===== src/common/conv_pkg.sv =====
`default_nettype none

package conv_pkg;

    localparam int WB_DATA_W = 32;

    typedef logic [7:0] pixel_t;
    typedef logic signed [7:0] coef_t;

    // row-major, element r*3+c
    typedef coef_t [8:0] kernel_t;

    // full nine-product sum, also the stored result word
    typedef logic signed [19:0] acc_t;

    // upper address bits select the region
    typedef logic [3:0] region_t;

    localparam region_t REGION_REGS        = 4'd0;
    localparam region_t REGION_PIX_BASE    = 4'd1;
    localparam region_t REGION_RESULT_BASE = 4'd8;

    localparam int REG_IDX_W = 3;

    typedef logic [REG_IDX_W-1:0] reg_idx_t;

    localparam reg_idx_t REG_CTRL        = 3'd0;
    localparam reg_idx_t REG_STATUS      = 3'd1;
    localparam reg_idx_t REG_HEIGHT      = 3'd2;
    localparam reg_idx_t REG_KERNEL_ROW0 = 3'd3;
    localparam reg_idx_t REG_KERNEL_ROW1 = 3'd4;
    localparam reg_idx_t REG_KERNEL_ROW2 = 3'd5;

endpackage

`default_nettype wire


===== src/conv_array/conv_unit.sv =====
`timescale 1ns/10ps
`default_nettype none

module conv_unit (
    input  wire logic                   i_clk,
    input  wire logic                   i_rst_n,
    input  wire logic                   i_sof,
    input  wire logic                   i_valid,
    input  wire conv_pkg::pixel_t [2:0] i_pix,
    input  wire conv_pkg::kernel_t      i_kernel,
    output logic                        o_valid,
    output conv_pkg::acc_t              o_result
);

    // 9x8 signed product, fits 17 bits
    typedef logic signed [16:0] prod_t;

    conv_pkg::pixel_t [2:0] row_old;
    conv_pkg::pixel_t [2:0] row_mid;
    conv_pkg::pixel_t [2:0] win [3];
    logic [1:0]             row_cnt;
    logic                   win_full;
    prod_t                  prod [9];
    logic                   prod_valid;
    conv_pkg::acc_t         sum;

    // window as seen with the incoming row at the bottom
    assign win[0] = row_old;
    assign win[1] = row_mid;
    assign win[2] = i_pix;

    assign win_full = i_valid && !i_sof && row_cnt >= 2'd2;

    always_ff @(posedge i_clk or negedge i_rst_n) begin
        if (!i_rst_n) begin
            row_cnt    <= '0;
            prod_valid <= 1'b0;
            o_valid    <= 1'b0;
        end else begin
            prod_valid <= win_full;
            o_valid    <= prod_valid;
            if (i_valid) begin
                if (i_sof) begin
                    row_cnt <= 2'd1;
                end else if (row_cnt != 2'd3) begin
                    row_cnt <= row_cnt + 1'b1;
                end
            end
        end
    end

    // stage one, nine products
    always_ff @(posedge i_clk) begin
        if (i_valid) begin
            row_old <= row_mid;
            row_mid <= i_pix;
        end
        for (int r = 0; r < 3; r++) begin
            for (int c = 0; c < 3; c++) begin
                prod[r*3+c] <= $signed({1'b0, win[r][c]}) * i_kernel[r*3+c];
            end
        end
    end

    always_comb begin
        sum = '0;
        for (int i = 0; i < 9; i++) begin
            sum = sum + conv_pkg::acc_t'(prod[i]);
        end
    end

    // stage two, the sum
    always_ff @(posedge i_clk) begin
        o_result <= sum;
    end

    a_sof_with_valid: assert property (@(posedge i_clk) disable iff (!i_rst_n)
        i_sof |-> i_valid);

endmodule

`default_nettype wire


===== config.mk =====
export PLATFORM = sky130hd
export DESIGN_NAME = conv_unit
export DESIGN_NICKNAME = d
export VERILOG_FILES = /design/src/common/conv_pkg.sv /design/src/conv_array/conv_unit.sv
export SDC_FILE = /design/constraint.sdc
export NUM_CORES = 2
export LEC_CHECK = 0
export ABC_AREA = 1
export BUFFER_PORTS_ARGS = -buffer_cell sky130_fd_sc_hd__buf_2
export CORE_MARGIN = 2
export CORE_UTILIZATION = 45
export CTS_CLUSTER_SIZE = 30
export DETAILED_ROUTE_END_ITERATION = 12
export SLEW_MARGIN = 20
export SYNTH_ARGS = -nofsm -noshare
export SYNTH_HDL_FRONTEND = slang
export SYNTH_SLANG_ARGS = --single-unit

===== constraint.sdc =====
create_clock -name i_clk -period 3.8 [get_ports i_clk]
set_input_delay 0 -clock i_clk [delete_from_list [all_inputs] [get_ports i_clk]]
set_output_delay 0 -clock i_clk [all_outputs]
set_load 0.05 [all_outputs]

Yosys cells after proc, flatten, opt, wreduce, memory -nomap -nowiden:

Memory sizes are Yosys's and may differ from the RTL's.
Index checks and enable logic that the tools add are counted.

* input bits: 100
* bits in writable memories: 153
* output and inout bits: 21
* memories: 1
* bits in registers: 72
* word-level logic and storage cells: 38

Memory list
* prod: depth 9, bits a word 17, rd ports 9, clocked after memory_dff 0, write ports 9, RTL line conv_unit.sv:23 `prod_t prod [9];`

* reductions and logical operators: 5
* multiply operators: 9
* mux-type cells: 2
* $add $sub $neg: 9
* equality and inequality tests: 1
* $lt $le $gt $ge: 1

Operators with widths (number)
* $mul A9 B8 Y17: 9
* $add A20 B17 Y20: 5
* $add A19 B17 Y20: 1
* $add A18 B17 Y19: 1
* $add A17 B17 Y18: 1
* $mux W2: 2
* $add A2 B1 Y2 const B: 1
* $ge A2 B2 Y1 const B: 1
* $logic_and A1 B1 Y1: 2
* $ne A2 B2 Y1 const B: 1
* $reduce_and A2 Y1: 1
* $reduce_bool A2 Y1: 1
* $logic_not A1 Y1: 1

Longest topological paths before layout:

* depth after elaboration: 8
* depth in mapped cells: 20

Least setup slack after synthesis:

No wires, ideal clock.

* path kind: register to register
* from: register row_mid[10] (netlist name)
* to: memory prod[0][84] (netlist name)
* setup slack: -0.084 ns
* arrival: 3.772 ns
* stages on the path, launching flop included: 17
* path through: edfxtp_1 clkbuf_1 or2_2 fa_1 inv_1 fa_1 fa_1 inv_1 fa_1 inv_1 ha_1 a21oi_1 nor2_1 o21ai_0 nand3_1 nand2_1 nand2_1

RTL lines
* start, declared: RTL line conv_unit.sv:19 `conv_pkg::pixel_t [2:0] row_mid;`
* start signal, assigned: RTL line conv_unit.sv:56 `row_mid <= i_pix;`
* end, declared: RTL line conv_unit.sv:23

==> flow_summary.ini <==
[status]
status = finished with violations
failed_checks = setup timing

[logic_synthesis]
synth-seq-cells = 225
yosysUniqueCellTypes = 35
synth_area_um2 = 30200
synthCells = 3703
synth_fp_nets = 4666
avgSynthCellArea_um2 = 8.14
synth_top_area_share_pct = 30.1
yosysMostFrequentCell = inv_1
synth_common_cells = 1,108 x inv_1, 833 x nand2_1, 454 x fa_1, 409 x ha_1, 173 x dfxtp_1
synth-seq-area-share_pct = 16.6
ys.flop_type = dfxtp_1
synth_area_leaders = fa_1 30%, ha_1 17%, inv_1 14%
ys_warn_count = 0
async_flop_share_pct = 1.78
synth_edf_count = 48
yosysTopAreaCell = fa_1

[routing]
route.detailed.wl_per_inst_um = 14.4
drtIter0Drc = 975
num_vias = 22800
routed_wl_um = 70000
post_drt_via_cell_ratio = 4.68
antenna_left = 0
firstDrtPassIters = 5
drc = 0

[clock_tree]
clock-sinks = 225
cts.htree.levels = 1
clk_latency_ps = 560
clock_path_buffers = 3
cts_tree = built
cts_root_buf = clkbuf_16
cts_buffers = 27
clk_pin_slew_ps = 70

[sta]
period_minus_slack_ps = 3830
slew_viol_final = 0
relSlewSlack_pct = 37.9
whs_ps = 4.68
max_freq_mhz = 261
worst_slack_ps = -32.7
fin_skew_ps = 9.95
final_min_period_over_clock_period_pct = 101
hold_viol_final = 0
rsz0062_at_grt = true
setup_violations = 9
worst_slew_pin_slew_ps = 932

[finish]
area_delta_synth_final_pct = 20.5
ff_latch_area_um2 = 5020
diodes = 0
n_fill_cell = 6110
drive_gt1_share_pct = 19.9
nNetsFinal = 4956
multi_input_area_um2 = 22100

[worst_setup_path]
critPathSlowestCell = edfxtp_1
crit_path_start_kind = flop
path_max_fanout = 5
critical_path_class = flop to flop
crit_required_ps = 4300
slowest_delay_ps = 550
worstPathArrival_ps = 4330
cp_cell_sequence = nand2_2, fa_1, inv_1, fa_1, fa_1, inv_1, fa_1, inv_1, ha_4, nand2_1, nor2_2, nand2_1, o211ai_1, nand2_1, nand2_1
end_kind = flop

[floorplanning]
start_util_pct = 45.6
die-area_um2 = 69100
coreArea_um2 = 66100
die_h_um = 263
io_pins = 121
row_count = 94
die_w_um = 263

[hold_path]
hp-class = primary input to flop

[placed_design]
dpl.hpwl_um = 58700
gp_congestion = 0.898
portBuffers = 120
pre_cts_ws_ps = -109

[grt]
grt_overflow = 0
grt_usage_pct = 20.7
grt_pass1_wl_um = 116000
grt_max_degree = 34
antenna_found_initial = 1
grt_pass1_vias = 24000

[flow_run]
maxCapViolCount = 0
[state kept, by name, indices dropped and copies added, names as in the netlist]
name and count:
prod 153, row_mid 24, row_old 24, o_result 20, row_cnt 2, o_valid 1, prod_valid 1
[cell type report]
type | instances | area share, %
clock inverters | 16 | 0.510
well taps | 864 | 2.97
repair buffers | 396 | 8.11
inverters | 1110 | 11.5
multi-input cells | 2233 | 60.9
flip-flops and latches | 225 | 13.8
clock buffers | 33 | 2.21
[what timing repair did]
action	in CTS	in global routing
gates resized for setup	80	347
pin swaps	40	173
endpoints found under the setup margin	44	78
hold endpoints to repair	61	0
setup buffers	15	29
hold buffers	58	0
[critical path, delay by kind of cell (launching register included)]
kind | cells | cell delay (ps)
buf+inv | 3 | 180
compound gates | 1 | 210
fa+ha+maj | 5 | 2300
flops | 1 | 550
simple gates | 6 | 550
[placed cells by master (no fill, tap or decap), drive strengths merged, types with 23 or more instances in the layout]
cell         Yosys  final
a21oi           86     86
buf              0    337
clkbuf         135     34
dfxtp          173    173
dlygate4sd3      0     58
edfxtp          48     48
fa             454    454
ha             409    409
inv           1108   1115
nand2          861    861
nand3           72     72
nor2           103    103
o21ai           46     46
or2             43     43
xnor2           23     23
xor2            60     60
[per-layer routing]
| metal | routed length, um | global-route usage, % | vias to the layer above |
|---|---|---|---|
| met2 | 36000 | 38.3 | 305 |
| li1 | - | - | 11300 |
| met1 | 30100 | 26.0 | 11100 |
| met5 | 0 | 0 | - |
| met4 | 1820 | 5.34 | 0 |
| met3 | 2090 | 1.82 | 95 |
[worst paths after layout]
path / from / slack (ps) / endpoint / depth (start not counted)
min in group asynchronous: i_rst_n / 360 / o_valid / 3
max in group asynchronous: i_rst_n / 3260 / row_cnt[1] / 3
hold reg to reg: prod_valid / 360 / o_valid / 0
hold / removal: i_kernel[33] / 5 / prod[0][69] / 4
setup reg to reg: row_old[22] / -30 / prod[0][48] / 15
setup / recovery: row_old[22] / -30 / prod[0][48] / 15
[per-stage QoR]
stage / util [%] / instance area [um2] / instances / TNS (ps)
floorplan: - / 30200 / 3703 / -1.31
global placement: 49.5 / 32700 / 4734 / -829
detailed placement: 49.5 / 32700 / 4734 / -1800
CTS: 52.7 / 34800 / 4856 / -72.9
global route: 55.0 / 36300 / 4877 / -5050
finish: 55.0 / 36300 / 4877 / -175
[cell families after synthesis]
family / Yosys count / synth area share [%]
compound gates: 167 / 3.21
xor+xnor: 83 / 2.41
fa+ha+maj: 863 / 47.1
buf+inv: 1245 / 15.5
flops: 225 / 16.6
simple gates: 1120 / 15.2
Power is not shown: default switching activity piles up to over one toggle a cycle in this logic, so the estimate is an artifact.
