`src/common/conv_pkg.sv`:
```
`default_nettype none

package conv_pkg;

    localparam int WB_DATA_W = 32;

    typedef logic [7:0] pixel_t;
    typedef logic signed [7:0] coef_t;

    // row-major, element r*3+c
    typedef coef_t [8:0] kernel_t;

    // full nine-product sum, also the stored result word
    typedef logic signed [19:0] acc_t;

    // upper address bits select the region
    typedef logic [3:0] region_t;

    localparam region_t REGION_REGS        = 4'd0;
    localparam region_t REGION_PIX_BASE    = 4'd1;
    localparam region_t REGION_RESULT_BASE = 4'd8;

    localparam int REG_IDX_W = 3;

    typedef logic [REG_IDX_W-1:0] reg_idx_t;

    localparam reg_idx_t REG_CTRL        = 3'd0;
    localparam reg_idx_t REG_STATUS      = 3'd1;
    localparam reg_idx_t REG_HEIGHT      = 3'd2;
    localparam reg_idx_t REG_KERNEL_ROW0 = 3'd3;
    localparam reg_idx_t REG_KERNEL_ROW1 = 3'd4;
    localparam reg_idx_t REG_KERNEL_ROW2 = 3'd5;

endpackage

`default_nettype wire

```
`src/hdl/wb_host_regs.sv`:
```
`timescale 1ns/10ps
`default_nettype none

module wb_host_regs #(
    parameter int N_CONV     = 4,
    parameter int ROW_ADDR_W = 6
) (
    input  wire logic                          i_clk,
    input  wire logic                          i_rst_n,
    input  wire logic                          i_wb_cyc,
    input  wire logic                          i_wb_stb,
    input  wire logic                          i_wb_we,
    input  wire logic [ROW_ADDR_W+3:0]         i_wb_adr,
    input  wire logic [conv_pkg::WB_DATA_W-1:0] i_wb_dat,
    input  wire logic [conv_pkg::WB_DATA_W/8-1:0] i_wb_sel,
    input  wire logic                          i_busy,
    input  wire logic                          i_done,
    input  wire conv_pkg::acc_t [N_CONV-1:0]   i_res_rdata,
    output logic [conv_pkg::WB_DATA_W-1:0]     o_wb_dat,
    output logic                               o_wb_ack,
    output logic                               o_start,
    output logic [ROW_ADDR_W:0]                o_height,
    output conv_pkg::kernel_t                  o_kernel,
    output logic [N_CONV+1:0]                  o_pix_we,
    output logic [ROW_ADDR_W-1:0]              o_pix_waddr,
    output conv_pkg::pixel_t                   o_pix_wdata,
    output logic [ROW_ADDR_W-1:0]              o_res_raddr
);

    localparam int DW = conv_pkg::WB_DATA_W;

    conv_pkg::region_t     region;
    conv_pkg::region_t     rd_region;
    logic [ROW_ADDR_W-1:0] row;
    logic [ROW_ADDR_W+3:0] adr_q;
    logic                  req;
    logic                  wr;

    // register window is the first few rows of region 0
    function automatic logic is_reg(input logic [ROW_ADDR_W+3:0] adr);
        return adr[ROW_ADDR_W+3:ROW_ADDR_W] == conv_pkg::REGION_REGS &&
               (adr[ROW_ADDR_W-1:0] >> conv_pkg::REG_IDX_W) == '0;
    endfunction

    assign region    = i_wb_adr[ROW_ADDR_W+3:ROW_ADDR_W];
    assign row       = i_wb_adr[ROW_ADDR_W-1:0];
    assign rd_region = adr_q[ROW_ADDR_W+3:ROW_ADDR_W];
    assign req       = i_wb_cyc && i_wb_stb && !o_wb_ack;
    assign wr        = req && i_wb_we;

    assign o_pix_waddr = row;
    assign o_pix_wdata = i_wb_dat[7:0];
    // result memories read in the request cycle, data lands with ack
    assign o_res_raddr = row;

    always_comb begin
        for (int k = 0; k < N_CONV + 2; k++) begin
            o_pix_we[k] = wr && region == conv_pkg::region_t'(conv_pkg::REGION_PIX_BASE + k);
        end
    end

    always_ff @(posedge i_clk or negedge i_rst_n) begin
        if (!i_rst_n) begin
            o_wb_ack <= 1'b0;
            o_start  <= 1'b0;
            o_height <= '0;
            o_kernel <= '0;
        end else begin
            o_wb_ack <= req;
            o_start  <= 1'b0;
            if (wr && is_reg(i_wb_adr)) begin
                case (i_wb_adr[conv_pkg::REG_IDX_W-1:0])
                    conv_pkg::REG_CTRL:        o_start <= i_wb_dat[0] && !i_busy;
                    conv_pkg::REG_HEIGHT:      o_height <= i_wb_dat[ROW_ADDR_W:0];
                    conv_pkg::REG_KERNEL_ROW0: o_kernel[2:0] <= i_wb_dat[23:0];
                    conv_pkg::REG_KERNEL_ROW1: o_kernel[5:3] <= i_wb_dat[23:0];
                    conv_pkg::REG_KERNEL_ROW2: o_kernel[8:6] <= i_wb_dat[23:0];
                    default: ;
                endcase
            end
        end
    end

    always_ff @(posedge i_clk) begin
        adr_q <= i_wb_adr;
    end

    // read mux, decoded from the address held since the request cycle
    always_comb begin
        o_wb_dat = '0;
        if (is_reg(adr_q)) begin
            case (adr_q[conv_pkg::REG_IDX_W-1:0])
                conv_pkg::REG_STATUS:      o_wb_dat[1:0] = {i_done, i_busy};
                conv_pkg::REG_HEIGHT:      o_wb_dat[ROW_ADDR_W:0] = o_height;
                conv_pkg::REG_KERNEL_ROW0: o_wb_dat[23:0] = o_kernel[2:0];
                conv_pkg::REG_KERNEL_ROW1: o_wb_dat[23:0] = o_kernel[5:3];
                conv_pkg::REG_KERNEL_ROW2: o_wb_dat[23:0] = o_kernel[8:6];
                default: ;
            endcase
        end
        for (int k = 0; k < N_CONV; k++) begin
            if (rd_region == conv_pkg::region_t'(conv_pkg::REGION_RESULT_BASE + k)) begin
                // signed source, so this sign-extends
                o_wb_dat = DW'(i_res_rdata[k]);
            end
        end
    end

    a_ack_in_cycle: assert property (@(posedge i_clk) disable iff (!i_rst_n)
        o_wb_ack |-> i_wb_cyc && i_wb_stb);

    a_full_word_write: assert property (@(posedge i_clk) disable iff (!i_rst_n)
        i_wb_cyc && i_wb_stb && i_wb_we |-> &i_wb_sel);

endmodule

`default_nettype wire

```
`config.mk`:
```
export PLATFORM = sky130hd
export DESIGN_NAME = wb_host_regs
export DESIGN_NICKNAME = d
export VERILOG_FILES = /design/src/common/conv_pkg.sv /design/src/hdl/wb_host_regs.sv
export SDC_FILE = /design/constraint.sdc
export NUM_CORES = 1
export LEC_CHECK = 0
export BUFFER_PORTS_ARGS = -buffer_cell sky130_fd_sc_hd__buf_2
export CELL_PAD_IN_SITES_DETAIL_PLACEMENT = 1
export CELL_PAD_IN_SITES_GLOBAL_PLACEMENT = 1
export CORE_UTILIZATION = 31
export CTS_CLUSTER_DIAMETER = 200
export DETAILED_ROUTE_END_ITERATION = 6
export PLACE_DENSITY = 0.81
export SLEW_MARGIN = 15
export SYNTH_ARGS = -nofsm -noshare
export SYNTH_HDL_FRONTEND = slang
export SYNTH_SLANG_ARGS = --single-unit
```
`constraint.sdc`:
```
create_clock -name i_clk -period 1.9 [get_ports i_clk]
set_input_delay 0.19 -clock i_clk [delete_from_list [all_inputs] [get_ports i_clk]]
set_output_delay 0.19 -clock i_clk [all_outputs]
set_load 0.02 [all_outputs]
```
[Yosys cells after proc, flatten, opt, wreduce, memory -nomap -nowiden]
Cells that the tools add are included.
Storage, ports and cells
  register bits: 91
  bits of input ports: 133
  output and inout bits: 139
  logic and storage cells: 66
Operators by class
  equal/unequal tests: 19
  muxes and demuxes: 10
  reduce and logical (&&, ||, !) cells: 24
Operator list (number)
  $mux W32: 4
  $pmux W17 S3: 1
  $mux W24: 1
  $pmux W5 S4: 1
  $eq A4 B4 Y1 const B: 4
  $logic_and A1 B1 Y1: 13
  $eq A3 B2 Y1 const B: 4
  $eq A3 B3 Y1 const B: 4
  $eq A4 B3 Y1 const B: 3
  $logic_not A6 Y1: 2
  $pmux W2 S5: 1
  $eq A4 B2 Y1 const B: 2
  $logic_not A4 Y1: 2
  $reduce_and A2 Y1: 4
  $eq A4 B1 Y1 const B: 1
  $eq A3 B1 Y1 const B: 1
  $logic_not A3 Y1: 1
  $logic_not A1 Y1: 2
  $mux W1: 2

[Depth between registers and ports, before layout]
  depth in word-level cells: 7
  gate-level depth with buffers: 6
  gate-level depth less buffers: 4

[Least setup slack after synthesis]
No wires, ideal clock.
  path kind: reg-to-output
  start: register adr_q[0]
  end: output port o_wb_dat[23] (netlist name)
  arrival: 1.744 ns
  data required time: 1.710 ns
  slack: -0.034 ns
  cell stages (with the launch flop): 7
  buffers on the path: 3
  cell sequence: dfxtp_1 > buf_2 > and3b_1 > clkbuf_1 > clkbuf_1 > a21oi_1 > o21ai_0
On the way
  word-level cells in the longest chain between the ends: 7
  elaborated cells on any way between the ends: 9
  those cells by class: eq/ne: 3; mux: 6
Ends and longest elaborated chain
  start, declared: line wb_host_regs.sv:35  | logic [ROW_ADDR_W+3:0] adr_q;
  start signal, assigned: line wb_host_regs.sv:85  | adr_q <= i_wb_adr;
  $eq A3 B3 Y1 / $eq A3 B2 Y1 (equally long branches): line wb_host_regs.sv:92  | case (adr_q[conv_pkg::REG_IDX_W-1:0])
  $pmux W17 S3 *: line wb_host_regs.sv:92
  $mux W24 *: line wb_host_regs.sv:91  | if (is_reg(adr_q)) begin
  $mux W32 * (4 in series): line wb_host_regs.sv:102  | if (rd_region == conv_pkg::region_t'(conv_pkg::REGION_RESULT_BASE + k)) begin
  end, declared: line wb_host_regs.sv:19  | output logic [conv_pkg::WB_DATA_W-1:0] o_wb_dat,
Every way passes the cells marked *; elsewhere a longest branch is shown, timed or not.

[Worst setup path in the final report]
  start: register adr_q[5]
  end: output port o_wb_dat[20] (netlist name)
On the way
  word-level cells in the longest chain between the ends: 7
Ends and longest elaborated chain
  $logic_not A6 Y1: line wb_host_regs.sv:42  | (adr[ROW_ADDR_W-1:0] >> conv_pkg::REG_IDX_W) == '0;
  $logic_and A1 B1 Y1: line wb_host_regs.sv:41  | return adr[ROW_ADDR_W+3:ROW_ADDR_W] == conv_pkg::REGION_REGS &&
  $mux W24: line wb_host_regs.sv:91
  $mux W32 (4 in series): line wb_host_regs.sv:102
Every way passes these cells.

==> results.yml <==
detailed_routing:
  vias_per_cell: 4.96
  via_count: 4465
  drt-initial-drc-count: 111
  drtPass1Iterations: 4
  route.detailed.drc: 0
  drt-total-wl_um: 18100
  antenna_left: 0
  wl_per_cell_um: 20.1
clocking:
  cts_made_buffers: 9
  clock_path_buffers: 2
  cts_tree: "yes"
  clockRootBuffer: "clkbuf_16"
  clock_sinks: 91
  htreeDepth: 3
  clk_latency_ns: 0.34
  path_clk_slew_ns: 0.06
global_routing:
  antenna_found_initial: 2
  grt_pass1_vias: 4892
  grt_use_total_pct: 20.7
  grt_overflow: 0
  grt_max_degree: 36
  grt_pass1_wl_um: 27900
synthesis:
  synth_cell_types: 41
  yosysWarnings: 0
  postSynthAreaPerCell_um2: 12.6
  synthArstFlopShare_pct: 89.0
  ys_ff_latch: 91
  syn-cell-area_mm2: 0.00531
  syn_nets: 553
  ys_seq_area_share_pct: 41.9
  synth-edff-count: 0
  syn_inst: 420
  synthFlopType: "dfrtp_1"
place:
  place.gp.congestion: 0.789
  port-buffer-count: 259
  post-dp-hpwl_um: 13600
sta:
  setup_viol: 30
  fmax_mhz: 461
  rsz0062_at_grt: "yes"
  min_period_over_period_pct: 114
  max-slew-margin-rel_pct: 73.8
  hold_viol: 0
  drv_slew: 0
  clock_skew_ns: 0.00653
  setup_ws_ns: -0.268
  min_period_ns: 2.17
  worst_pin_slew_ns: 0.393
  holdWs_ns: 0.0330
power:
  p_per_area_mw_per_mm2: 578
  ir_drop_mv: 0.346
  cellLeakagePower_nw: 4.19
  power_w: 0.00435
die:
  die_x_um: 133
  initial_utilization_pct: 31.9
  die_height_um: 133
  core_area_mm2: 0.0166
  rows: 47
  fp.dieArea_mm2: 0.0177
  io_pins: 272
final_layout:
  nets: 807
  regArea_mm2: 0.00223
  fillCellCount: 1877
  drive_gt1_share_pct: 63.2
  multiInputGateArea_mm2: 0.00281
  syn_to_final_growth_pct: 41.5
  final_core_util_pct: 45.2
worst_setup_path:
  cp_max_fo: 10
  startpoint_type: "flip-flop"
  required_ns: 1.71
  end_kind: "output pin"
  crit_arrival_ns: 1.98
  path_class: "flip-flop to output pin"
outcome:
  status: "finished with violations"
  violations: "setup timing"
run:
  cap_viol_max_count: 0
hold_path:
  hold_path.class: "primary input to flip-flop"
## per-stage QoR
stage / cells / setup WS (ns) / TNS, ns / instance area (um^2)
global route: 900 / -0.336 / -7.69 / 7520
global placement: 871 / 0.00886 / 0 / 6880
finish: 900 / -0.268 / -5.15 / 7520
CTS: 897 / -0.265 / -6.01 / 7440
detailed placement: 871 / -0.0279 / -0.0279 / 6880
floorplan: 420 / -0.0185 / -0.565 / 5320
## metal layers
layer | track usage (%) | wire length [um]
met3 | 4.33 | 1010
met1 | 24.9 | 7490
met5 | 0 | 13
met4 | 7.66 | 401
met2 | 36.3 | 9200
## logic make-up (layout without fill, tap and decap cells)
| kind of cell | after synthesis | in the layout | share of synthesized area (%) |
|---|---|---|---|
| muxes | 137 | 137 | 34.3 |
| buffers and inverters | 54 | 313 | 6.67 |
| other | 0 | 1 | 0 |
| DFF | 91 | 91 | 41.9 |
| AOI/OAI and AO/OA | 73 | 73 | 8.98 |
| and+or+nand+nor | 65 | 65 | 8.15 |
## what timing repair did
action,in CTS,in global routing
gates cloned,2,0
hold buffers,2,0
setup buffers,6,2
hold endpoints to repair,28,0
pin swaps,4,3
setup endpoints to repair,33,33
resized for setup,57,15
## flip-flops by register name (all words and copies together), names as in the netlist
signal    flops
o_height      7
o_start       1
o_kernel     72
adr_q        10
o_wb_ack      1
## cell usage in the layout, fill, tap and decap left out, types with 3 or more instances in the layout
cell	n
buf_12	13
a2bb2oi_1	7
o2bb2ai_1	6
a22oi_1	6
dfrtp_1	80
mux2i_1	48
clkinv_2	5
a21oi_1	17
buf_4	39
o21ai_1	10
clkbuf_16	9
nor2_1	16
buf_6	14
dfxtp_1	7
nand2b_1	3
a22oi_2	4
mux4_2	10
nand2_1	15
o21ai_0	7
o22ai_1	7
mux2_4	60
buf_2	225
mux2_2	19
nor3_1	3
## critical path: stages (launching register included)
cell and delay, ns:
dfxtp_1 0.30, or4_4 0.57, nor2_1 0.14, nand2_1 0.07, buf_4 0.18, o21ai_1 0.18, buf_4 0.17
## report_power, final
group | internal [W] | switching, W | total (W)
logic | 0.000349 | 0.000395 | 0.000744
clock network | 0.000881 | 0.000753 | 0.00163
registers | 0.00195 | 0.0000155 | 0.00197
## layout make-up
| cell class | count | area share, % |
|---|---|---|
| clock buffer | 9 | 3.00 |
| antenna | 1 | 0.0333 |
| sequential | 91 | 29.7 |
| timing repair buffer | 295 | 25.5 |
| clock inverter | 7 | 0.566 |
| inverter | 2 | 0.200 |
| multi-input combinational | 275 | 37.3 |
| tap | 220 | 3.66 |
## Yosys cell counts, types with 3 or more instances
library cell / n / area [um^2]
buf_2: 4 / 20.0
nor3_1: 3 / 15.0
mux2i_1: 48 / 480
a2bb2oi_1: 7 / 61.3
mux4_2: 10 / 225
buf_1: 7 / 26.3
a21oi_1: 18 / 90.1
nand2b_1: 5 / 31.3
nor2b_1: 3 / 18.8
buf_4: 27 / 203
buf_6: 6 / 67.6
a22oi_1: 10 / 75.1
o21ai_0: 18 / 90.1
o2bb2ai_1: 7 / 61.3
dfrtp_1: 81 / 2030
nor2_1: 16 / 60.1
dfxtp_1: 10 / 200
o22ai_1: 7 / 43.8
nand2_1: 18 / 67.6
mux2_4: 60 / 901
mux2_2: 19 / 214
clkbuf_1: 8 / 30.0
## worst paths after layout
kind / from / end / slack (ns) / cells past startpoint
max: adr_q[5] / o_wb_dat[20] / -0.27 / 6
min: i_wb_adr[3] / adr_q[3] / 0.03 / 1
max reg2reg: o_wb_ack / o_height[6] / 0.09 / 5
min reg2reg: o_kernel[66] / o_kernel[66] / 0.53 / 1
max in group asynchronous: i_rst_n / o_kernel[35] / 0.98 / 3
min in group asynchronous: i_rst_n / o_height[1] / 0.31 / 2
(Power assumes the default switching activity.)
