===== src/common/conv_pkg.sv =====
`default_nettype none

package conv_pkg;

    localparam int WB_DATA_W = 32;

    typedef logic [7:0] pixel_t;
    typedef logic signed [7:0] coef_t;

    // row-major, element r*3+c
    typedef coef_t [8:0] kernel_t;

    // full nine-product sum, also the stored result word
    typedef logic signed [19:0] acc_t;

    // upper address bits select the region
    typedef logic [3:0] region_t;

    localparam region_t REGION_REGS        = 4'd0;
    localparam region_t REGION_PIX_BASE    = 4'd1;
    localparam region_t REGION_RESULT_BASE = 4'd8;

    localparam int REG_IDX_W = 3;

    typedef logic [REG_IDX_W-1:0] reg_idx_t;

    localparam reg_idx_t REG_CTRL        = 3'd0;
    localparam reg_idx_t REG_STATUS      = 3'd1;
    localparam reg_idx_t REG_HEIGHT      = 3'd2;
    localparam reg_idx_t REG_KERNEL_ROW0 = 3'd3;
    localparam reg_idx_t REG_KERNEL_ROW1 = 3'd4;
    localparam reg_idx_t REG_KERNEL_ROW2 = 3'd5;

endpackage

`default_nettype wire


===== src/hdl/result_collector.sv =====
`timescale 1ns/10ps
`default_nettype none

module result_collector #(
    parameter int N_CONV     = 4,
    parameter int ROW_ADDR_W = 6
) (
    input  wire logic                        i_clk,
    input  wire logic                        i_rst_n,
    input  wire logic                        i_start,
    input  wire logic [ROW_ADDR_W:0]         i_height,
    input  wire logic                        i_valid,
    input  wire conv_pkg::acc_t [N_CONV-1:0] i_results,
    output logic                             o_we,
    output logic [ROW_ADDR_W-1:0]            o_waddr,
    output conv_pkg::acc_t [N_CONV-1:0]      o_wdata,
    output logic                             o_busy,
    output logic                             o_done
);

    localparam int H_W = ROW_ADDR_W + 1;

    logic [H_W-1:0] cnt;
    logic           short_run;

    // fewer than three rows gives no output row at all
    assign short_run = i_height < H_W'(3);

    always_ff @(posedge i_clk or negedge i_rst_n) begin
        if (!i_rst_n) begin
            cnt     <= '0;
            o_we    <= 1'b0;
            o_waddr <= '0;
            o_busy  <= 1'b0;
            o_done  <= 1'b0;
        end else begin
            o_we <= i_valid;
            if (i_valid) begin
                o_waddr <= cnt[ROW_ADDR_W-1:0];
            end
            if (i_start) begin
                cnt    <= '0;
                o_busy <= 1'b1;
                o_done <= 1'b0;
            end else if (o_busy) begin
                if (short_run) begin
                    // counts read cycles instead of results
                    if (cnt == i_height) begin
                        o_busy <= 1'b0;
                        o_done <= 1'b1;
                    end else begin
                        cnt <= cnt + 1'b1;
                    end
                end else begin
                    if (i_valid) begin
                        cnt <= cnt + 1'b1;
                    end
                    if (o_we && cnt == i_height - H_W'(2)) begin
                        o_busy <= 1'b0;
                        o_done <= 1'b1;
                    end
                end
            end
        end
    end

    always_ff @(posedge i_clk) begin
        if (i_valid) begin
            o_wdata <= i_results;
        end
    end

    a_valid_only_busy: assert property (@(posedge i_clk) disable iff (!i_rst_n)
        i_valid |-> o_busy);

endmodule

`default_nettype wire


===== config.mk =====
export PLATFORM = sky130hd
export DESIGN_NAME = result_collector
export DESIGN_NICKNAME = d
export VERILOG_FILES = /design/src/common/conv_pkg.sv /design/src/hdl/result_collector.sv
export SDC_FILE = /design/constraint.sdc
export NUM_CORES = 1
export LEC_CHECK = 0
export ABC_AREA = 1
export BUFFER_PORTS_ARGS = -buffer_cell sky130_fd_sc_hd__buf_4
export CORE_MARGIN = 4
export CORE_UTILIZATION = 48
export DETAILED_ROUTE_END_ITERATION = 7
export PLACE_DENSITY = 0.95
export SKIP_CTS_REPAIR_TIMING = 1
export SYNTH_ARGS = -nofsm -noshare
export SYNTH_HDL_FRONTEND = slang
export SYNTH_SLANG_ARGS = --single-unit

===== constraint.sdc =====
create_clock -name i_clk -period 4.44 [get_ports i_clk]
set_clock_uncertainty 0.1 [all_clocks]
set_input_delay 0.888 -clock i_clk [delete_from_list [all_inputs] [get_ports i_clk]]
set_output_delay 0.888 -clock i_clk [all_outputs]
set_load 0.01 [all_outputs]

# Word level (Yosys, flattened, before mapping)
# Index checks and enable logic that the tools add are counted.
word_totals:
  reg_bits: 96
  in_bits: 91
  elab_cells: 37
op_classes:
  add_sub_neg: 2
  n_lt_le_gt_ge: 1
  eq_ne: 4
  n_mux: 15
  n_reduce_logical: 6
op_table:
  columns: ["cell", "count"]
  rows:
  - ["two-way mux 7 bit", 5]
  - ["== test 7 bit", 2]
  - ["two-way mux 1 bit", 10]
  - ["adder 7 x 1 -> 7 bit, second input constant", 1]
  - ["< comparator 7 x 2 -> 1 bit, second input constant", 1]
  - ["subtractor 7 x 2 -> 7 bit, second input constant", 1]
  - ["AND reduction 3 bit", 2]
  - ["nonzero test 3 bit", 2]
  - ["!= test 3 x 2 -> 1 bit, second input constant", 1]
  - ["!= test 3 bit, second input constant", 1]
  - ["nonzero test 2 bit", 1]
  - ["logical AND 1 bit", 1]

# Longest topological paths before layout
# Gate-level depths: netlist of the first run.
logic_depth:
  word_depth: 7
  mapped_depth: 12
  mapped_depth_nobuf: 12

# Worst setup path before layout of the first run
# No wires, ideal clock.
synth_path:
  kind: "input to register"
  start: "input port i_height[2]"
  end: "register cnt[3]"
  setup_time_ns: 0.074
  t_arrival_ns: 1.887
  slack_ns: 2.380
  path_stages: 12
  cell_sequence: "inv_1 ha_1 nand2_1 nand2_1 nor2_2 nor2_1 nor2_2 nand2_2 nand2_2 buf_6 nand2_1 o21ai_2"
synth_via:
  elab_chain_len: 4
synth_lines:
  columns: ["item", "line", "rtl"]
  rows:
  - ["from (decl)", "result_collector.sv:11", "input wire logic [ROW_ADDR_W:0] i_height,"]
  - ["< comparator 7 x 2 -> 1 bit", "result_collector.sv:27", "assign short_run = i_height < H_W'(3);"]
  - ["two-way mux 7 bit", "result_collector.sv:46", "if (short_run) begin"]
  - ["two-way mux 7 bit", "result_collector.sv:45", "end else if (o_busy) begin"]
  - ["two-way mux 7 bit", "result_collector.sv:41", "if (i_start) begin"]
  - ["to (signal assigned)", "result_collector.sv:52", "cnt <= cnt + 1'b1;"]
  - ["to (signal assigned)", "result_collector.sv:56", "cnt <= cnt + 1'b1;"]
  - ["to (decl)", "result_collector.sv:23", "logic [H_W-1:0] cnt;"]
# Several ways; a longest one is shown, not always the timed one. The select of a mux whose other input is x is not followed.
# A chain may end at the register's enable or synchronous reset.

# Worst setup path after layout of the first run
layout_path:
  start: "input port i_valid"
  end: "register o_wdata[6] (netlist bit) (enable)"
layout_rtl:
  columns: ["item", "line", "rtl"]
  rows:
  - ["from (decl)", "result_collector.sv:12", "input wire logic i_valid,"]
  - ["to (signal assigned)", "result_collector.sv:69", "o_wdata <= i_results;"]
  - ["to (decl)", "result_collector.sv:16", "output conv_pkg::acc_t [N_CONV-1:0] o_wdata,"]
# No word-level cell between the ends.

==> results of run 1 <==
-- cell usage after synthesis (all sizes together) --
| library cell | instances | area share |
|---|---|---|
| edfxtp | 80 | 0.69 |
| nand2 | 47 | 0.053 |
| inv | 23 | 0.025 |
| nor2 | 23 | 0.026 |
| dfrtp | 16 | 0.12 |
| o21ai | 9 | 0.019 |
| a21oi | 7 | 0.010 |
| nand3 | 7 | 0.012 |
| xor2 | 5 | 0.013 |
| ha | 3 | 0.011 |
| nand4 | 3 | 0.0054 |
| nor3 | 3 | 0.0072 |
| buf | 2 | 0.0043 |
| clkbuf | 1 | 0.0014 |
| nor3b | 1 | 0.0022 |
| xnor2 | 1 | 0.0025 |
-- worst paths after layout --
kind                            start    endpoint  slack [ps]
min in group i_clk         o_waddr[1]  o_waddr[1]         430
hold reg to reg            o_waddr[1]  o_waddr[1]         430
setup reg to reg               cnt[4]      cnt[3]        2720
hold / removal                i_rst_n  o_waddr[0]         280
max in group asynchronous     i_rst_n  o_waddr[2]        3770
setup / recovery              i_valid  o_wdata[6]        2360
-- routing by layer --
layer	vias up	GRT usage	wire length, um
met5	-	0	0
met4	0	0.120	391
met3	27	0.107	1160
met2	134	0.425	5610
met1	1218	0.249	3440
li1	1169	-	-
-- cell type report --
class / instances / area [um^2]
flip-flops and latches: 96 / 2800
fillers: 445 / 1770
repair buffers: 180 / 1350
multi-input cells: 109 / 559
clock buffers: 10 / 128
well taps: 96 / 120
clock inverters: 6 / 91.3
inverters: 23 / 86.3
-- report_power, final --
part	switching, mW	total [mW]	internal [mW]	leakage (nW)
Clock	0.302	0.623	0.321	0.111
Combinational	0.126	0.263	0.137	1.21
Sequential	0.0258	1.08	1.05	0.988
Total	0.453	1.96	1.51	2.31
-- logic make-up (layout without fill, tap and decap cells) --
family / count (synthesis) / count (layout) / synth area share
buffers and inverters: 26 / 219 / 0.0307
adders and majority gates: 3 / 3 / 0.0108
AOI/OAI and AO/OA: 16 / 16 / 0.0296
DFF: 96 / 96 / 0.808
xor gates and xnor gates: 6 / 6 / 0.0152
and+or+nand+nor: 84 / 84 / 0.106
-- registers in the layout, summed over array words and instances (netlist names) --
signal   flops
o_wdata     80
cnt          7
o_waddr      6
o_busy       1
o_done       1
o_we         1
==> metrics, run 1 <==
commonest non-fill, non-tap cell in the layout buf_4; syn_area_per_cell 15.0 um^2; Crit path max-delay family buffers and inverters; die height 93.0 um; VDD IR max 0.000204 V; commonest cells after routing, fill and taps aside buf_4 (180), edfxtp_1 (80), nand2_1 (44); WL final 10,600 um; DRC violations left 0; Yosys cell types 24; Worst Setup Path Type input pin to flop; CTS sink cnt 96; initial antenna violation count 0; drt first pass iters 4; pin count of the biggest net entering global routing 60; f_max 481 MHz; Final setup violation count 0; Final Net Count 513; Inserted Clock Buffers 9; worst-skew pair later-pin latency 350 ps; Worst-Margin Slew 682 ps; Pwr Total 1.96 mW; Initial Utilization 0.502; Seq cells post-synth 96; fin util 0.744; Hold Vio Cnt, Final 0; die area 8650 um^2; detailed placer's ending HPWL 7990 um; Arr. time, crit path 1970 ps; fraction of the yosys area taken by sequential cells 0.808; Tmin final 2080 ps; Max-Cap Viols 0; status finished clean; setup TNS 0 ps; CP max FO 59; dpl ws 2030 ps; Gate Count Post-Synth 231; synth warn 0; # diodes 0; GRT Util Overall 0.244; Fin Hold WS 281 ps; syn nets 325; num ports 180; worst-case clock buffer depth 2; routability cong. 0.883; design area 5140 um^2; Row Count 30; number of global-route vias before repair 2,484; Worst Path Buf+Inv 2; cell area power density 382 nW/um^2; root buffer cell clkbuf_8; DRT iter0 DRCs 129; Leak 2.31 nW; CTS tree yes; startpoint types input pin; P&R area growth vs syn 48.2%; wire per inst 20.4 um; Setup WS post-layout 2360 ps; RSZ-0062 raised after global routing false; CP required 4330 ps; htree depth 3; clk slew on worst S/H paths 90 ps; Vias/cell 4.90; Worst path depth 2; Post-DP Area 4920 um^2; reg2reg path depth 9; Vias 2,548; Hold/Removal Path Class input pin to async pin; Tcrit/Tclk final 0.468; port bufs 179; CP endpoint kind flop; DRT antenna net count 0; core area 6910 um^2; sequence of cells on the critical path buf_4 -> buf_4; Slowest-stage cell, CP buf_4; Layout Cells excl Fill 520; Congestion Overflow GR 0; share of cells above drive strength 1 0.500; pins over their slew limit 0; max incr delay on CP 540 ps; width of the die 93.0 um; post-synthesis cell area 3470 um^2; placed cells 504; global-route wire length before repair 15,000 um; Max-slew headroom 0.546; most frequent cell on the critical path buf_4
Power figures use the tool's default switching activity.
==> inputs of run 2 (changes only) <==
- CORE_UTILIZATION: 48 -> 40
- PLACE_DENSITY: 0.95 -> 0.87
- clock period: 4.44 -> 1.9 ns (I/O delays scaled with it)
==> metrics, run 2 (synthesis results as in run 1) <==
initial antenna violation count 0; Gate power share 0.134; width of the die 101 um; root buffer cell clkbuf_8; pins over their slew limit 0; Reg area 2800 um^2; Vias 2,466; largest registers o_wdata x80, cnt x7, o_waddr x6; f_max 591 MHz; Slowest-stage cell, CP dfrtp_1; WL final 9700 um; core area 8340 um^2; Fill cells 630; share of cells above drive strength 1 0.502; detailed placer's ending HPWL 7720 um; Inserted Clock Buffers 9; setup TNS 0 ps; # diodes 0; max FFs per register 80; startpoint types flop; Biggest register o_wdata; Worst path depth 10; net switching power 1.03 mW; area of the multi-input gates 559 um^2; Tmin final 1690 ps; max incr delay on CP 430 ps; reg2reg path depth 10; RSZ-0062 raised after global routing false; htree depth 3; R2R Setup Slk 210 ps; CTS sink cnt 96; most frequent cell on the critical path nand2_1; Row Count 33; Worst-Margin Slew 368 ps; CP max FO 12; CP endpoint kind flop; sequential power share 0.551; P&R area growth vs syn 49.1%; Worst Setup Path Type flop to flop; routability cong. 0.921; GRT Util Overall 0.182; Arr. time, crit path 1820 ps; num ports 180; DRT iter0 DRCs 122; Hold Vio Cnt, Final 0; Leak 2.32 nW; clk slew on worst S/H paths 90 ps; die height 101 um; Pint 3.52 mW; global-route wire length before repair 13,700 um; sequence of cells on the critical path inv_1 -> nand2_1 -> nand2_1 -> nand3_1 -> nor3_2 -> nand3_2 -> nand2_2 -> nand2_2 -> nand2_1 -> o21ai_2; clock share of power 0.315; Max-Cap Viols 0; CP required 2030 ps; DRT antenna net count 0; worst-case clock buffer depth 2; pin count of the biggest net entering global routing 31; Sw Ratio 0.226; Layout Cells excl Fill 531; VDD IR max 0.000438 V; wire per inst 18.3 um; Crit path max-delay family simple AND/OR/NAND/NOR gates; R2R Path Start cnt[0]; Congestion Overflow GR 0; CP startpoint cnt[0]; Initial Utilization 0.416; number of global-route vias before repair 2,458; Worst Path Buf+Inv 1; worst setup path endpoint cnt[2]; Tcrit/Tclk final 0.891; Final Net Count 516; placed cells 515; worst-skew pair later-pin latency 340 ps; Final setup violation count 0; r2r endpoint cnt[2]; Vias/cell 4.64; status finished clean; CTS tree yes; Max-slew headroom 0.755; dpl ws 40.9 ps; Hold/Removal Path Class input pin to flop; Setup WS post-layout 207 ps; drt first pass iters 4; port bufs 179; commonest non-fill, non-tap cell in the layout buf_4; die area 10,200 um^2; DRC violations left 0; commonest cells after routing, fill and taps aside buf_4 (182), edfxtp_1 (80), nand2_1 (44); cell area power density 880 nW/um^2
-- run 2: per-layer routing --
layer | part of all wire | global-route usage | vias up
met3 | 0.10 | 0.0706 | 9
met1 | 0.34 | 0.196 | 1175
met2 | 0.54 | 0.331 | 106
met4 | 0.018 | 0.0532 | 0
met5 | 0 | 0 | -
li1 | - | - | 1176
-- run 2: power by group through the flow --
stage | clock network, mW | registers (mW) | logic, mW
3_3_place_gp | 0 | 2.54 | 0.596
3_5_place_dp | 0 | 2.56 | 0.616
4_1_cts | 1.46 | 2.51 | 0.617
2_1_floorplan | 0 | 2.63 | 0.0802
5_1_grt | 1.56 | 2.52 | 0.649
6_report | 1.43 | 2.51 | 0.610
-- run 2: metrics by stage --
stage	power, mW	utilization	hold WS, ps	cell area [um^2]
5_1_grt	4.73	0.620	62.6	5170
6_report	4.55	0.620	100	5170
3_5_place_dp	3.17	0.593	151	4950
4_1_cts	4.59	0.619	-234	5160
3_3_place_gp	3.14	0.593	146	4950
2_1_floorplan	2.71	-	-15.6	3470
-- run 2: area by class of cell --
type / count / area share
multi-input cells: 109 / 0.108
clock buffers: 9 / 0.0240
flip-flops and latches: 96 / 0.542
well taps: 105 / 0.0254
clock inverters: 6 / 0.0177
repair buffers: 183 / 0.266
inverters: 23 / 0.0167
-- run 2: worst min-delay path by stage --
stage          depth (start not counted)  slack [ps]     endpoint           from
6_report                               1         100  o_wdata[42]  i_results[42]
5_1_grt                                1          60  o_wdata[60]  i_results[60]
4_1_cts                                1        -230       o_done        i_rst_n
3_5_place_dp                           1         150   o_waddr[2]        i_rst_n
2_1_floorplan                          0         -20       cnt[0]        i_rst_n
3_3_place_gp                           1         150   o_waddr[2]        i_rst_n
==> inputs of run 3 (changes only) <==
- CORE_UTILIZATION: 40 -> 42
- CTS_BUF_LIST: not set -> sky130_fd_sc_hd__clkbuf_4
- PLACE_DENSITY: 0.87 -> 0.9
==> metrics, run 3 (synthesis results as in run 1) <==
startpoint types flop; commonest cells after routing, fill and taps aside buf_4 (179), edfxtp_1 (80), dlygate4sd3_1 (67); area of the multi-input gates 564 um^2; Slowest-stage cell, CP dfrtp_1; cell area power density 762 nW/um^2; port bufs 179; Vias 2,895; CTS sink cnt 96; initial antenna violation count 0; Max-slew headroom 0.729; CP max FO 12; Biggest register o_wdata; detailed placer's ending HPWL 8140 um; DRT antenna net count 0; pins over their slew limit 0; Worst Setup Path Type flop to flop; Final Net Count 580; Hold/Removal Path Class input pin to flop; htree depth 3; max FFs per register 80; die area 9780 um^2; share of cells above drive strength 1 0.427; Inserted Clock Buffers 9; clk slew on worst S/H paths 160 ps; design area 5740 um^2; RSZ-0062 raised after global routing false; Tmin final 1690 ps; CP required 2110 ps; VDD IR max 0.000396 V; CTS tree yes; Post-DP Area 4940 um^2; Reg area 2800 um^2; GRT Util Overall 0.208; Hold Vio Cnt, Final 0; worst-case clock buffer depth 2; global-route wire length before repair 15,000 um; CP endpoint kind flop; setup TNS 0 ps; Arr. time, crit path 1900 ps; DRT iter0 DRCs 191; Initial Utilization 0.440; Row Count 32; most frequent cell on the critical path nand2_1; Vias/cell 4.90; wire per inst 21.9 um; number of global-route vias before repair 2,515; Tcrit/Tclk final 0.889; Worst Path Buf+Inv 1; core area 7890 um^2; max incr delay on CP 450 ps; die height 98.9 um; Fin Hold WS 12.6 ps; DRC violations left 0; # diodes 0; width of the die 98.9 um; num ports 180; routability cong. 0.895; largest registers o_wdata x80, cnt x7, o_waddr x6; Worst-Margin Slew 406 ps; Crit path max-delay family simple AND/OR/NAND/NOR gates; WL final 12,900 um; Max-Cap Viols 0; Leak 2.55 nW; P&R area growth vs syn 65.4%; drt first pass iters 5; f_max 592 MHz; status finished clean; commonest non-fill, non-tap cell in the layout buf_4; sequence of cells on the critical path inv_1 -> nand2_1 -> nand2_1 -> nand3_1 -> nor3_2 -> nand3_2 -> nand2_2 -> nand2_4 -> nand2_1 -> o21ai_2; pin count of the biggest net entering global routing 81; Final setup violation count 0; root buffer cell clkbuf_4; worst-skew pair later-pin latency 420 ps; Congestion Overflow GR 0; Fill cells 474
## run 3: cell type report
| type | instances | area share |
|---|---|---|
| Multi-Input combinational cell | 109 | 0.0984 |
| Clock inverter | 4 | 0.00807 |
| Tap cell | 102 | 0.0222 |
| Inverter | 23 | 0.0150 |
| Timing Repair Buffer | 247 | 0.355 |
| Sequential cell | 96 | 0.489 |
| Clock buffer | 10 | 0.0131 |
## run 3: through the flow
step / cells / utilization / worst slack [ps] / total power [mW]
floorplan: 231 / - / 348 / 2.71
global placement: 510 / 0.626 / 154 / 3.14
detailed placement: 510 / 0.626 / 109 / 3.18
CTS: 524 / 0.642 / 170 / 4.18
global route: 591 / 0.727 / 57.9 / 4.52
finish: 591 / 0.727 / 210 / 4.37
## run 3: path summary, 6_finish.rpt
check	start	cells past startpoint	slack [ps]	end
min reg2reg	o_done	2	430	o_done
min in group asynchronous	i_rst_n	2	240	cnt[4]
min	i_results[26]	1	10	o_wdata[26]
max in group asynchronous	i_rst_n	2	1270	cnt[2]
max reg2reg	cnt[0]	10	210	cnt[2]
max	cnt[0]	10	210	cnt[2]
## run 3: where the power goes
group	internal [mW]	total (mW)	switching, mW
registers	2.45	2.52	0.0708
logic	0.416	0.760	0.344
clock network	0.401	1.08	0.684
## run 3: layer usage
layer  up-vias  track usage  routed length (um)  share of wire
met1      1383        0.224                4580           0.35
met2       185        0.376                6680           0.52
met3        26       0.0672                1290          0.099
li1       1301            -                   -              -
met5         -            0                   0              0
met4         0       0.0819                 382          0.030
